**config.mk**
```make
export PLATFORM = sky130hd
export DESIGN_NAME = core_complex
export DESIGN_NICKNAME = d
export VERILOG_FILES = /design/src/stream_pkg.sv /design/src/isa_pkg.sv /design/src/core_complex.sv /design/src/result_mover.sv /design/src/compute_engine.sv /design/src/data_store.sv /design/src/input_sequencer.sv
export VERILOG_INCLUDE_DIRS = /design/src
export SDC_FILE = /design/constraint.sdc
export NUM_CORES = 2
export LEC_CHECK = 0
export BUFFER_PORTS_ARGS = -buffer_cell sky130_fd_sc_hd__buf_2
export CAP_MARGIN = 30
export CORE_UTILIZATION = 54
export DETAILED_ROUTE_END_ITERATION = 8
export PLACE_DENSITY_LB_ADDON = 0.2
export SKIP_LAST_GASP = 1
export SLEW_MARGIN = 20
export SYNTH_ARGS = -nofsm -noshare
export SYNTH_HDL_FRONTEND = slang
export SYNTH_SLANG_ARGS = --single-unit
```
**constraint.sdc**
```tcl
create_clock -name core_clock -period 11.4 [get_ports core_clock]
set_clock_uncertainty 0.05 [all_clocks]
set_input_delay 1.71 -clock core_clock [delete_from_list [all_inputs] [get_ports core_clock]]
set_output_delay 1.71 -clock core_clock [all_outputs]
set_load 0.03 [all_outputs]
```
**src/core_consts.svh**
```systemverilog
`ifndef CORE_CONSTS_SVH
`define CORE_CONSTS_SVH

// Register file geometry
`define CORE_REGS 16
`define CORE_INDEX_W 4

`define CORE_PROG_DEPTH 16
`define CORE_CONSTS 3

// Registers 12 to 15 form the output window
`define CORE_OUT_BASE 12
`define CORE_OUT_COUNT 4
`define CORE_SETTLE 2

`endif
```
**src/stream_pkg.sv**
```systemverilog
`include "core_consts.svh"

package stream_pkg;

    typedef logic [`CORE_INDEX_W-1:0] reg_index_t;

    typedef struct packed {
        logic        valid;
        reg_index_t  index;
        logic [31:0] data;
    } store_write_t;

    typedef struct packed {
        reg_index_t  index;
        logic [31:0] data;
    } sample_t;

    typedef struct packed {
        logic [1:0]  slot;
        logic [31:0] value;
    } const_load_t;

    typedef struct packed {
        reg_index_t  index;
        logic [31:0] data;
    } result_t;

endpackage

```
**src/isa_pkg.sv**
```systemverilog
`include "core_consts.svh"

package isa_pkg;

    // Encodings 5 to 7 are unused and behave as a no-op
    typedef enum logic [2:0] {
        op_add  = 3'd0,
        op_sub  = 3'd1,
        op_mul  = 3'd2,
        op_mov  = 3'd3,
        op_stop = 3'd4
    } opcode_t;

    // One program word, 15 bits wide
    typedef struct packed {
        opcode_t                  opcode;
        logic [`CORE_INDEX_W-1:0] dest;
        logic [`CORE_INDEX_W-1:0] src_a;
        logic [`CORE_INDEX_W-1:0] src_b;
    } instr_t;

endpackage

```
**src/core_complex.sv**
```systemverilog
`include "core_consts.svh"

module core_complex import isa_pkg::*, stream_pkg::*; (
    input  logic                                 core_clock,
    input  logic                                 rst,
    input  logic                                 prog_write,
    input  logic [$clog2(`CORE_PROG_DEPTH)-1:0]  prog_addr,
    input  instr_t                               prog_word,
    input  logic                                 const_write,
    input  const_load_t                          const_load,
    input  logic                                 sample_valid,
    input  sample_t                              sample,
    input  logic                                 start,
    output logic                                 result_valid,
    output result_t                              result,
    output logic                                 done
);

    store_write_t seq_write;
    store_write_t engine_write;
    reg_index_t   read_a_index;
    reg_index_t   read_b_index;
    reg_index_t   read_c_index;
    logic [31:0]  read_a_data;
    logic [31:0]  read_b_data;
    logic [31:0]  read_c_data;
    logic         run;
    logic         engine_done;

    input_sequencer u_input_sequencer (
        .core_clock  (core_clock),
        .rst         (rst),
        .const_write (const_write),
        .const_load  (const_load),
        .sample_valid(sample_valid),
        .sample      (sample),
        .start       (start),
        .done        (done),
        .seq_write   (seq_write),
        .run         (run)
    );

    data_store u_data_store (
        .core_clock  (core_clock),
        .rst         (rst),
        .seq_write   (seq_write),
        .engine_write(engine_write),
        .read_a_index(read_a_index),
        .read_b_index(read_b_index),
        .read_c_index(read_c_index),
        .read_a_data (read_a_data),
        .read_b_data (read_b_data),
        .read_c_data (read_c_data)
    );

    compute_engine u_compute_engine (
        .core_clock  (core_clock),
        .rst         (rst),
        .prog_write  (prog_write),
        .prog_addr   (prog_addr),
        .prog_word   (prog_word),
        .run         (run),
        .read_a_index(read_a_index),
        .read_b_index(read_b_index),
        .read_a_data (read_a_data),
        .read_b_data (read_b_data),
        .engine_write(engine_write),
        .engine_done (engine_done)
    );

    result_mover u_result_mover (
        .core_clock  (core_clock),
        .rst         (rst),
        .engine_done (engine_done),
        .read_c_index(read_c_index),
        .read_c_data (read_c_data),
        .result_valid(result_valid),
        .result      (result),
        .done        (done)
    );

endmodule

```
**src/result_mover.sv**
```systemverilog
`include "core_consts.svh"

module result_mover import stream_pkg::*; (
    input  logic        core_clock,
    input  logic        rst,
    input  logic        engine_done,
    output reg_index_t  read_c_index,
    input  logic [31:0] read_c_data,
    output logic        result_valid,
    output result_t     result,
    output logic        done
);

    localparam reg_index_t out_base = reg_index_t'(`CORE_OUT_BASE);
    localparam reg_index_t last_offset = reg_index_t'(`CORE_OUT_COUNT - 1);

    typedef enum logic {
        idle,
        moving
    } mover_state_t;

    mover_state_t state;
    reg_index_t   offset;

    always_ff @(posedge core_clock) begin
        if (rst) begin
            state <= idle;
            offset <= '0;
            done <= 1'b0;
        end else begin
            done <= 1'b0;
            case (state)
                idle: begin
                    if (engine_done) begin
                        state <= moving;
                        offset <= '0;
                    end
                end
                moving: begin
                    if (offset == last_offset) begin
                        state <= idle;
                        done <= 1'b1;
                    end else begin
                        offset <= offset + 1'b1;
                    end
                end
                default: state <= idle;
            endcase
        end
    end

    // One register per cycle, read through port c in the same cycle
    assign read_c_index = out_base + offset;

    assign result_valid = (state == moving);
    assign result.index = read_c_index;
    assign result.data = read_c_data;

endmodule

```
**src/compute_engine.sv**
```systemverilog
`include "core_consts.svh"

module compute_engine import isa_pkg::*, stream_pkg::*; (
    input  logic                                 core_clock,
    input  logic                                 rst,
    input  logic                                 prog_write,
    input  logic [$clog2(`CORE_PROG_DEPTH)-1:0]  prog_addr,
    input  instr_t                               prog_word,
    input  logic                                 run,
    output reg_index_t                           read_a_index,
    output reg_index_t                           read_b_index,
    input  logic [31:0]                          read_a_data,
    input  logic [31:0]                          read_b_data,
    output store_write_t                         engine_write,
    output logic                                 engine_done
);

    localparam int pc_w = $clog2(`CORE_PROG_DEPTH);
    localparam logic [pc_w-1:0] last_pc = pc_w'(`CORE_PROG_DEPTH - 1);

    typedef enum logic {
        halted,
        executing
    } engine_state_t;

    engine_state_t   state;
    instr_t          prog_mem [`CORE_PROG_DEPTH];
    logic [pc_w-1:0] pc;
    instr_t          instr;
    logic [31:0]     alu_result;
    logic            writes_dest;
    logic            finishing;

    always_ff @(posedge core_clock) begin
        if (prog_write) begin
            prog_mem[prog_addr] <= prog_word;
        end
    end

    assign instr = prog_mem[pc];
    assign read_a_index = instr.src_a;
    assign read_b_index = instr.src_b;

    always_comb begin
        alu_result = '0;
        writes_dest = 1'b0;
        case (instr.opcode)
            op_add: begin
                alu_result = read_a_data + read_b_data;
                writes_dest = 1'b1;
            end
            op_sub: begin
                alu_result = read_a_data - read_b_data;
                writes_dest = 1'b1;
            end
            // Only the low word of the product is kept
            op_mul: begin
                alu_result = read_a_data * read_b_data;
                writes_dest = 1'b1;
            end
            op_mov: begin
                alu_result = read_a_data;
                writes_dest = 1'b1;
            end
            default: begin
                alu_result = '0;
                writes_dest = 1'b0;
            end
        endcase
    end

    assign engine_write.valid = (state == executing) && writes_dest;
    assign engine_write.index = instr.dest;
    assign engine_write.data = alu_result;

    // The last program word halts the engine even without op_stop
    assign finishing = (state == executing) && (instr.opcode == op_stop || pc == last_pc);

    always_ff @(posedge core_clock) begin
        if (rst) begin
            state <= halted;
            pc <= '0;
            engine_done <= 1'b0;
        end else begin
            engine_done <= 1'b0;
            if (state == halted) begin
                if (run) begin
                    state <= executing;
                    pc <= '0;
                end
            end else if (finishing) begin
                state <= halted;
                engine_done <= 1'b1;
            end else begin
                pc <= pc + 1'b1;
            end
        end
    end

    run_only_when_halted: assert property (
        @(posedge core_clock) disable iff (rst) run |-> state == halted
    );

endmodule

```
**src/data_store.sv**
```systemverilog
`include "core_consts.svh"

module data_store import stream_pkg::*; (
    input  logic         core_clock,
    input  logic         rst,
    input  store_write_t seq_write,
    input  store_write_t engine_write,
    input  reg_index_t   read_a_index,
    input  reg_index_t   read_b_index,
    input  reg_index_t   read_c_index,
    output logic [31:0]  read_a_data,
    output logic [31:0]  read_b_data,
    output logic [31:0]  read_c_data
);

    logic [31:0]  regs [`CORE_REGS];
    store_write_t port_sel;

    // The sequencer and the engine never write in the same cycle
    assign port_sel = seq_write.valid ? seq_write : engine_write;

    always_ff @(posedge core_clock) begin
        if (rst) begin
            for (int i = 0; i < `CORE_REGS; i++) begin
                regs[i] <= '0;
            end
        end else if (port_sel.valid) begin
            regs[port_sel.index] <= port_sel.data;
        end
    end

    assign read_a_data = regs[read_a_index];
    assign read_b_data = regs[read_b_index];
    assign read_c_data = regs[read_c_index];

    write_ports_exclusive: assert property (
        @(posedge core_clock) disable iff (rst)
        !(seq_write.valid && engine_write.valid)
    );

endmodule

```
**src/input_sequencer.sv**
```systemverilog
`include "core_consts.svh"

module input_sequencer import stream_pkg::*; (
    input  logic         core_clock,
    input  logic         rst,
    input  logic         const_write,
    input  const_load_t  const_load,
    input  logic         sample_valid,
    input  sample_t      sample,
    input  logic         start,
    input  logic         done,
    output store_write_t seq_write,
    output logic         run
);

    typedef enum logic [2:0] {
        wait_constants,
        idle,
        load_constants,
        settle,
        running
    } seq_state_t;

    localparam logic [1:0] last_slot = 2'(`CORE_CONSTS - 1);
    localparam logic [1:0] last_settle = 2'(`CORE_SETTLE - 1);
    localparam int run_delay = `CORE_CONSTS + `CORE_SETTLE + 1;

    seq_state_t  state;
    logic [31:0] const_bank [`CORE_CONSTS];
    logic [1:0]  load_slot;
    logic [1:0]  settle_count;
    logic        const_ok;

    // Writes to the unused fourth slot are dropped
    assign const_ok = const_write && (const_load.slot < 2'(`CORE_CONSTS));

    always_ff @(posedge core_clock) begin
        if (rst) begin
            for (int i = 0; i < `CORE_CONSTS; i++) begin
                const_bank[i] <= '0;
            end
        end else if (const_ok) begin
            const_bank[const_load.slot] <= const_load.value;
        end
    end

    always_ff @(posedge core_clock) begin
        if (rst) begin
            state <= wait_constants;
            load_slot <= '0;
            settle_count <= '0;
            run <= 1'b0;
        end else begin
            run <= 1'b0;
            case (state)
                wait_constants: begin
                    if (const_ok) begin
                        state <= idle;
                    end
                end
                idle: begin
                    if (start) begin
                        state <= load_constants;
                        load_slot <= '0;
                    end
                end
                load_constants: begin
                    if (load_slot == last_slot) begin
                        state <= settle;
                        settle_count <= '0;
                    end else begin
                        load_slot <= load_slot + 2'd1;
                    end
                end
                settle: begin
                    if (settle_count == last_settle) begin
                        run <= 1'b1;
                        state <= running;
                    end else begin
                        settle_count <= settle_count + 2'd1;
                    end
                end
                running: begin
                    if (done) begin
                        state <= idle;
                    end
                end
                default: state <= wait_constants;
            endcase
        end
    end

    // Samples pass straight through outside a run, constants go to registers 0 to 2
    always_comb begin
        seq_write = '0;
        if (state == load_constants) begin
            seq_write.valid = 1'b1;
            seq_write.index = reg_index_t'(load_slot);
            seq_write.data = const_bank[load_slot];
        end else if (state == wait_constants || state == idle) begin
            seq_write.valid = sample_valid;
            seq_write.index = sample.index;
            seq_write.data = sample.data;
        end
    end

    // An accepted start gives one run pulse after constant loading and settling
    run_single_pulse: assert property (
        @(posedge core_clock) disable iff (rst)
        (state == idle && start) |-> ##run_delay run ##1 !run
    );

endmodule

```
After elaboration in Yosys (flattened, before gate mapping)
Memories as Yosys holds them, arrays and structs flattened. A register that Yosys moved wholly into a read port is not among the register bits. Cells that the tools add are included.

Flip-flop bits (word level): 20. Memory bits (writable): 848. Input port bits: 95. Output and inout bits: 38. Logic and storage cells: 120. Memories kept: 3.

Memories: u_data_store.regs (depth 16, bits a word 32, read ports 3, clocked after memory_dff 0, write ports 16, RTL line data_store.sv:16) `` logic [31:0] regs [`CORE_REGS]; ``; u_compute_engine.prog_mem (depth 16, bits a word 15, read ports 1, clocked after memory_dff 1, write ports 1, RTL line compute_engine.sv:27) `` instr_t prog_mem [`CORE_PROG_DEPTH]; ``; u_input_sequencer.const_bank (depth 3, bits a word 32, read ports 1, clocked after memory_dff 1, write ports 3, RTL line input_sequencer.sv:29) `` logic [31:0] const_bank [`CORE_CONSTS]; ``.

Add/sub/neg operators: 7. Multipliers: 1. Magnitude comparators: 1. Equality and inequality tests: 22. Multiplexer cells: 52. Bitwise gates (word level): 3. Reductions and logical operators: 21.

Operators with widths (count): 32-bit one-hot mux with 4 select lines (1); 37-bit two-way mux (3); 32-bit two-way mux (2); 32-bit OR reduction (2); 32-bit adder (1); 32-bit by 32-bit multiplier with 32-bit output (1); 4-bit two-way mux (8); 32-bit subtractor (1); 1-bit two-way mux (21); 3-bit two-way mux (5); 3-bit one-hot mux with 5 select lines (1); 2-bit two-way mux (7); 3-bit by 2-bit equality test with 1-bit output, second input constant (4); 2-bit != test, second input constant (6); 4-bit by 1-bit adder with 4-bit output, second input constant (2); 2-bit by 1-bit != test with 1-bit output, second input constant (4); 2-bit one-hot mux with 2 select lines (2); 4-bit one-hot mux with 2 select lines (1); 3-bit by 1-bit equality test with 1-bit output, second input constant (2); 3-bit equality test, second input constant (2); 3-bit logical NOT (2); 3-bit AND reduction (2); 2-bit nonzero test (3); 2-bit OR reduction (3); other kinds (14) (21).

Logic depth before layout (Yosys ltp)
Depth after elaboration: 10. Gate-level depth with buffers: 50. Depth with buffers taken out: 41.

Modules after synthesis
Synthesis repeated with hierarchy kept, for this count alone.

Cells, all modules: 5192. Area, all modules: 64931.0 µm².

By module, submodules not included: data_store (times used 1, cells each 2122, area each 30075.1 µm², sequential area each 15374.7 µm²); compute_engine (times used 1, cells each 2551, area each 28020.6 µm², sequential area each 7407.1 µm²); input_sequencer (times used 1, cells each 448, area each 6272.3 µm², sequential area each 4043.9 µm²); result_mover (times used 1, cells each 71, area each 563.0 µm², sequential area each 120.1 µm²).

Least setup slack after synthesis
No wires, ideal clock.

Path type: register -> register. Start point: reg with a tool-made name. End point: mem u_data_store.regs[0][29] (data pin). Setup time: 0.266 ns. Arrival time: 10.498 ns. Data required time: 11.084 ns. Path slack: 0.586 ns. Stages on the path, launching flop included: 46. Path buffers: 9. Clock period less this slack: 10.814 ns. Cell sequence: dfxtp_1 -> buf_6 -> buf_12 -> buf_12 -> buf_12 -> mux4_2 -> o22ai_2 -> inv_2 -> nand2_1 -> buf_6 -> buf_2 -> buf_4 -> mux2_2 -> mux2i_1 -> clkbuf_1 -> nor2_1 -> fa_1 -> fa_1 -> (+10 left out) -> ha_1 -> o21a_1 -> o21a_1 -> a21o_1 -> a21oi_1 -> nand2_1 -> o211ai_1 -> a31oi_1 -> o21ai_0 -> nand2b_1 -> a41o_1 -> o31ai_1 -> xor2_1 -> o21ai_0 -> a222oi_1 -> a21boi_1 -> clkbuf_1 -> nor2_1.

RTL lines (RTL line): to (decl) (data_store.sv:16).

==> results.md <==
* Status: completed
* Unrepaired setup endpoints after global routing: false
* Cts bufs inserted at 98
* Leakage at 0.02858 uW
* CTS Sinks at 906
* Yosys cell types at 117
* Clock transition at the registers of the reported paths at around 0.06 ns
* Share of cells above drive strength 1 at 0.1967
* DR WL/cell at 31.72 um
* # setup viols final at 0
* Synth Register Bits at 906
* Max frequency at 89.18 MHz
* Worst Tran Pin Value at between 1 and 1.5 ns
* GRT Overall Usage at 0.3930
* Synth warnings at 0
* Vias at 50050
* Final Hold Vio Count at 0
* Critical path class: register to register
* Final core utilization at 0.6102
* Max Slew Vio Count at 0
* Row cnt at 127
* Commonest non-fill, non-tap cell in the layout: edfxtp_1
* Die X at about 350 um
* Number of H-tree levels at 3
* MaxCap Viol Count at 0
* Max transition margin at 0.2483
* TritonCTS clock tree: done
* HP Class: register to register
* First-pass DRT Iterations at 8
* Pre-CTS setup slack at -0.2074 ns
* # DRC at 0
* RePlAce Congestion at 1.006
* Crit end category: register
* Cells after synthesis at around 5700
* Async SR Flop Fraction at 0
* Slowest cell on the critical path: o22ai_1
* P&R area growth vs syn at 11.81%
* # fillers at 9681
* Clk_lat worst skew at ~0.74 ns
* Critical path peak fanout at 22
* Core area at 120100 sq um
* Multi-input logic area at 35440 sq um
* DRT iter0 DRCs at slightly above 7000
* CP startpoint kind: register
* Setup ws final at 0.1867 ns
* Vias in the first global route at approximately 50000
* Die H at approximately 350 um
* Critical Path RT at between 10 and 15 ns
* Part of the Yosys area used for sequential elements at 0.4110
* Input/output buffers at 132
* Final worst path period need at approximately 11 ns
* HPWL Detailed at 162.5 mm
* PwrDens at approximately 250 nW/um^2
* CP arrival at 11.69 ns
* Post-route ant nets at 0
* Clock Tree Buf Depth at 3
* First-pass GRT wire length at 343.2 mm
* Slowest stage delay, CP at between 0.6 and 0.7 ns
* Pin count of the biggest net entering global routing at 93
* Global route overflow at 0
* Number of top-level pins at 133
* Initial antenna violation count at 7
* Overall power at 18030 uW
* Sequential Area at 26960 sq um
* Worst VDD drop at between 0.4 and 0.5 mV
* Vias/cell at 6.588
* DRT Wirelength at 241.0 mm
* Cell Area, Synth at 65560 sq um
* Top FF cell, synth: edfxtp_1
* Nets@finish at 6563
* Commonest cells after routing, fill and taps aside: edfxtp_1 (880), nor2_1 (840), nand2_1 (651)
* Root Driver: clkbuf_16
* Final Cycle Share at 0.9836
* Starting density of the core at 0.5457
* Avg Cell Area, Syn at 11.52 sq um
* Number of enable flip-flop cells after synthesis at 880
* Die area at 122800 sq um
cell type report:
type,count,area share
well taps,1612,0.02752
flip-flops and latches,906,0.3678
clock buffers,122,0.03556
clock inverters,59,0.008791
diodes,5,0.0001707
multi-input cells,3921,0.4835
inverters,499,0.02564
repair buffers,473,0.05102
power breakdown:
group,switching (uW),internal [uW],leakage [uW]
clock network,1390,1860,0.00158
logic,6520,4350,0.0181
registers,91.8,3810,0.00892
total,8010,10000,0.0286
worst max-delay path: cells and delay by family, from the launching register on:
family / cells / cell delay [ns]
compound gates: 7 / 2.32
buf+inv: 7 / 0.93
mux: 1 / 0.10
fa+ha+maj: 8 / 3.86
simple gates: 3 / 0.87
flops: 1 / 0.44
xor+xnor: 11 / 2.39
sequential cells by signal, summed over array words and instances, names as in the netlist, named ones only:
name                            count
u_result_mover.result_valid         1
u_input_sequencer.state             3
u_result_mover.done                 1
u_result_mover.offset               4
u_input_sequencer.load_slot         2
u_input_sequencer.settle_count      2
u_compute_engine.engine_done        1
u_compute_engine.pc                 4
u_input_sequencer.run               1
u_compute_engine.prog_mem         240
u_data_store.regs                 512
u_compute_engine.state              1
u_input_sequencer.const_bank      128
worst paths after layout:
path	from	end	slack [ns]	depth (start not counted)
max reg2reg	register	u_data_store.regs[3][31]	0.19	37
min	u_result_mover.offset[3]	u_result_mover.offset[3]	0.39	1
max	register	u_data_store.regs[3][31]	0.19	37
min reg2reg	u_result_mover.offset[3]	u_result_mover.offset[3]	0.39	1
cells in the mapped netlist (19+ instances only):
master,instances,area (sq um)
a211oi_1,46,345.3
a21o_1,25,187.7
a21oi_1,149,745.7
a22oi_1,21,157.7
a311oi_1,27,236.5
a31oi_1,25,156.4
and2_1,130,813.3
and3_1,76,475.5
buf_1,33,123.9
buf_2,66,330.3
buf_4,30,225.2
buf_6,25,281.5
clkbuf_1,241,904.6
dfxtp_1,26,520.5
edfxtp_1,880,26430
fa_1,409,8188
ha_1,160,2002
inv_1,488,1832
mux2_2,27,304.0
mux2i_1,179,1792
mux4_2,348,7838
nand2_1,666,2500
nand2b_1,51,319.1
nand3_1,113,565.5
nand4_1,19,118.9
nor2_1,849,3187
nor3_1,27,135.1
o21a_1,21,157.7
o21ai_0,60,300.3
xnor2_1,94,823.3
xor2_1,36,315.3
through the flow:
step	cells	cell area [sq um]	TNS, ns	hold slack, ns
after global routing	7592	73290	0	0.4345
after detailed placement	7380	69430	-3.141	0.3732
final	7597	73300	0	0.3872
after CTS	7561	72710	0	0.3854
after floorplan	5724	65670	0	0.3607
after global placement	7378	69380	-2.187	0.3773
kinds of logic after synthesis:
kind of cell,count (synthesis),share of synthesized area
AO/OA/AOI/OAI,575,0.06375
XOR/XNOR,134,0.01874
adder cells (fa/ha/maj),570,0.1556
buffers and inverters,899,0.05852
flip-flops,906,0.4110
multiplexers,562,0.1541
other,1,0.00005720
AND/OR/NAND/NOR,2046,0.1382
routing by layer:
| metal | wire [um] | GRT usage | up-vias |
|---|---|---|---|
| met4 | 16700 | 0.2237 | 4 |
| li1 | - | - | 20440 |
| met1 | 87930 | 0.5353 | 24926 |
| met3 | 32660 | 0.09570 | 748 |
| met5 | 23 | 0 | - |
| met2 | 103700 | 0.5782 | 3932 |
repair_timing:
action,CTS,global route
cloned,0,6
hold buffers,0,0
endpoints found under the hold margin,0,0
gates resized for setup,7,60
buffers inserted,0,25
pin swaps,0,7
endpoints found under the setup margin,17,112
(Power assumes the default switching activity.)
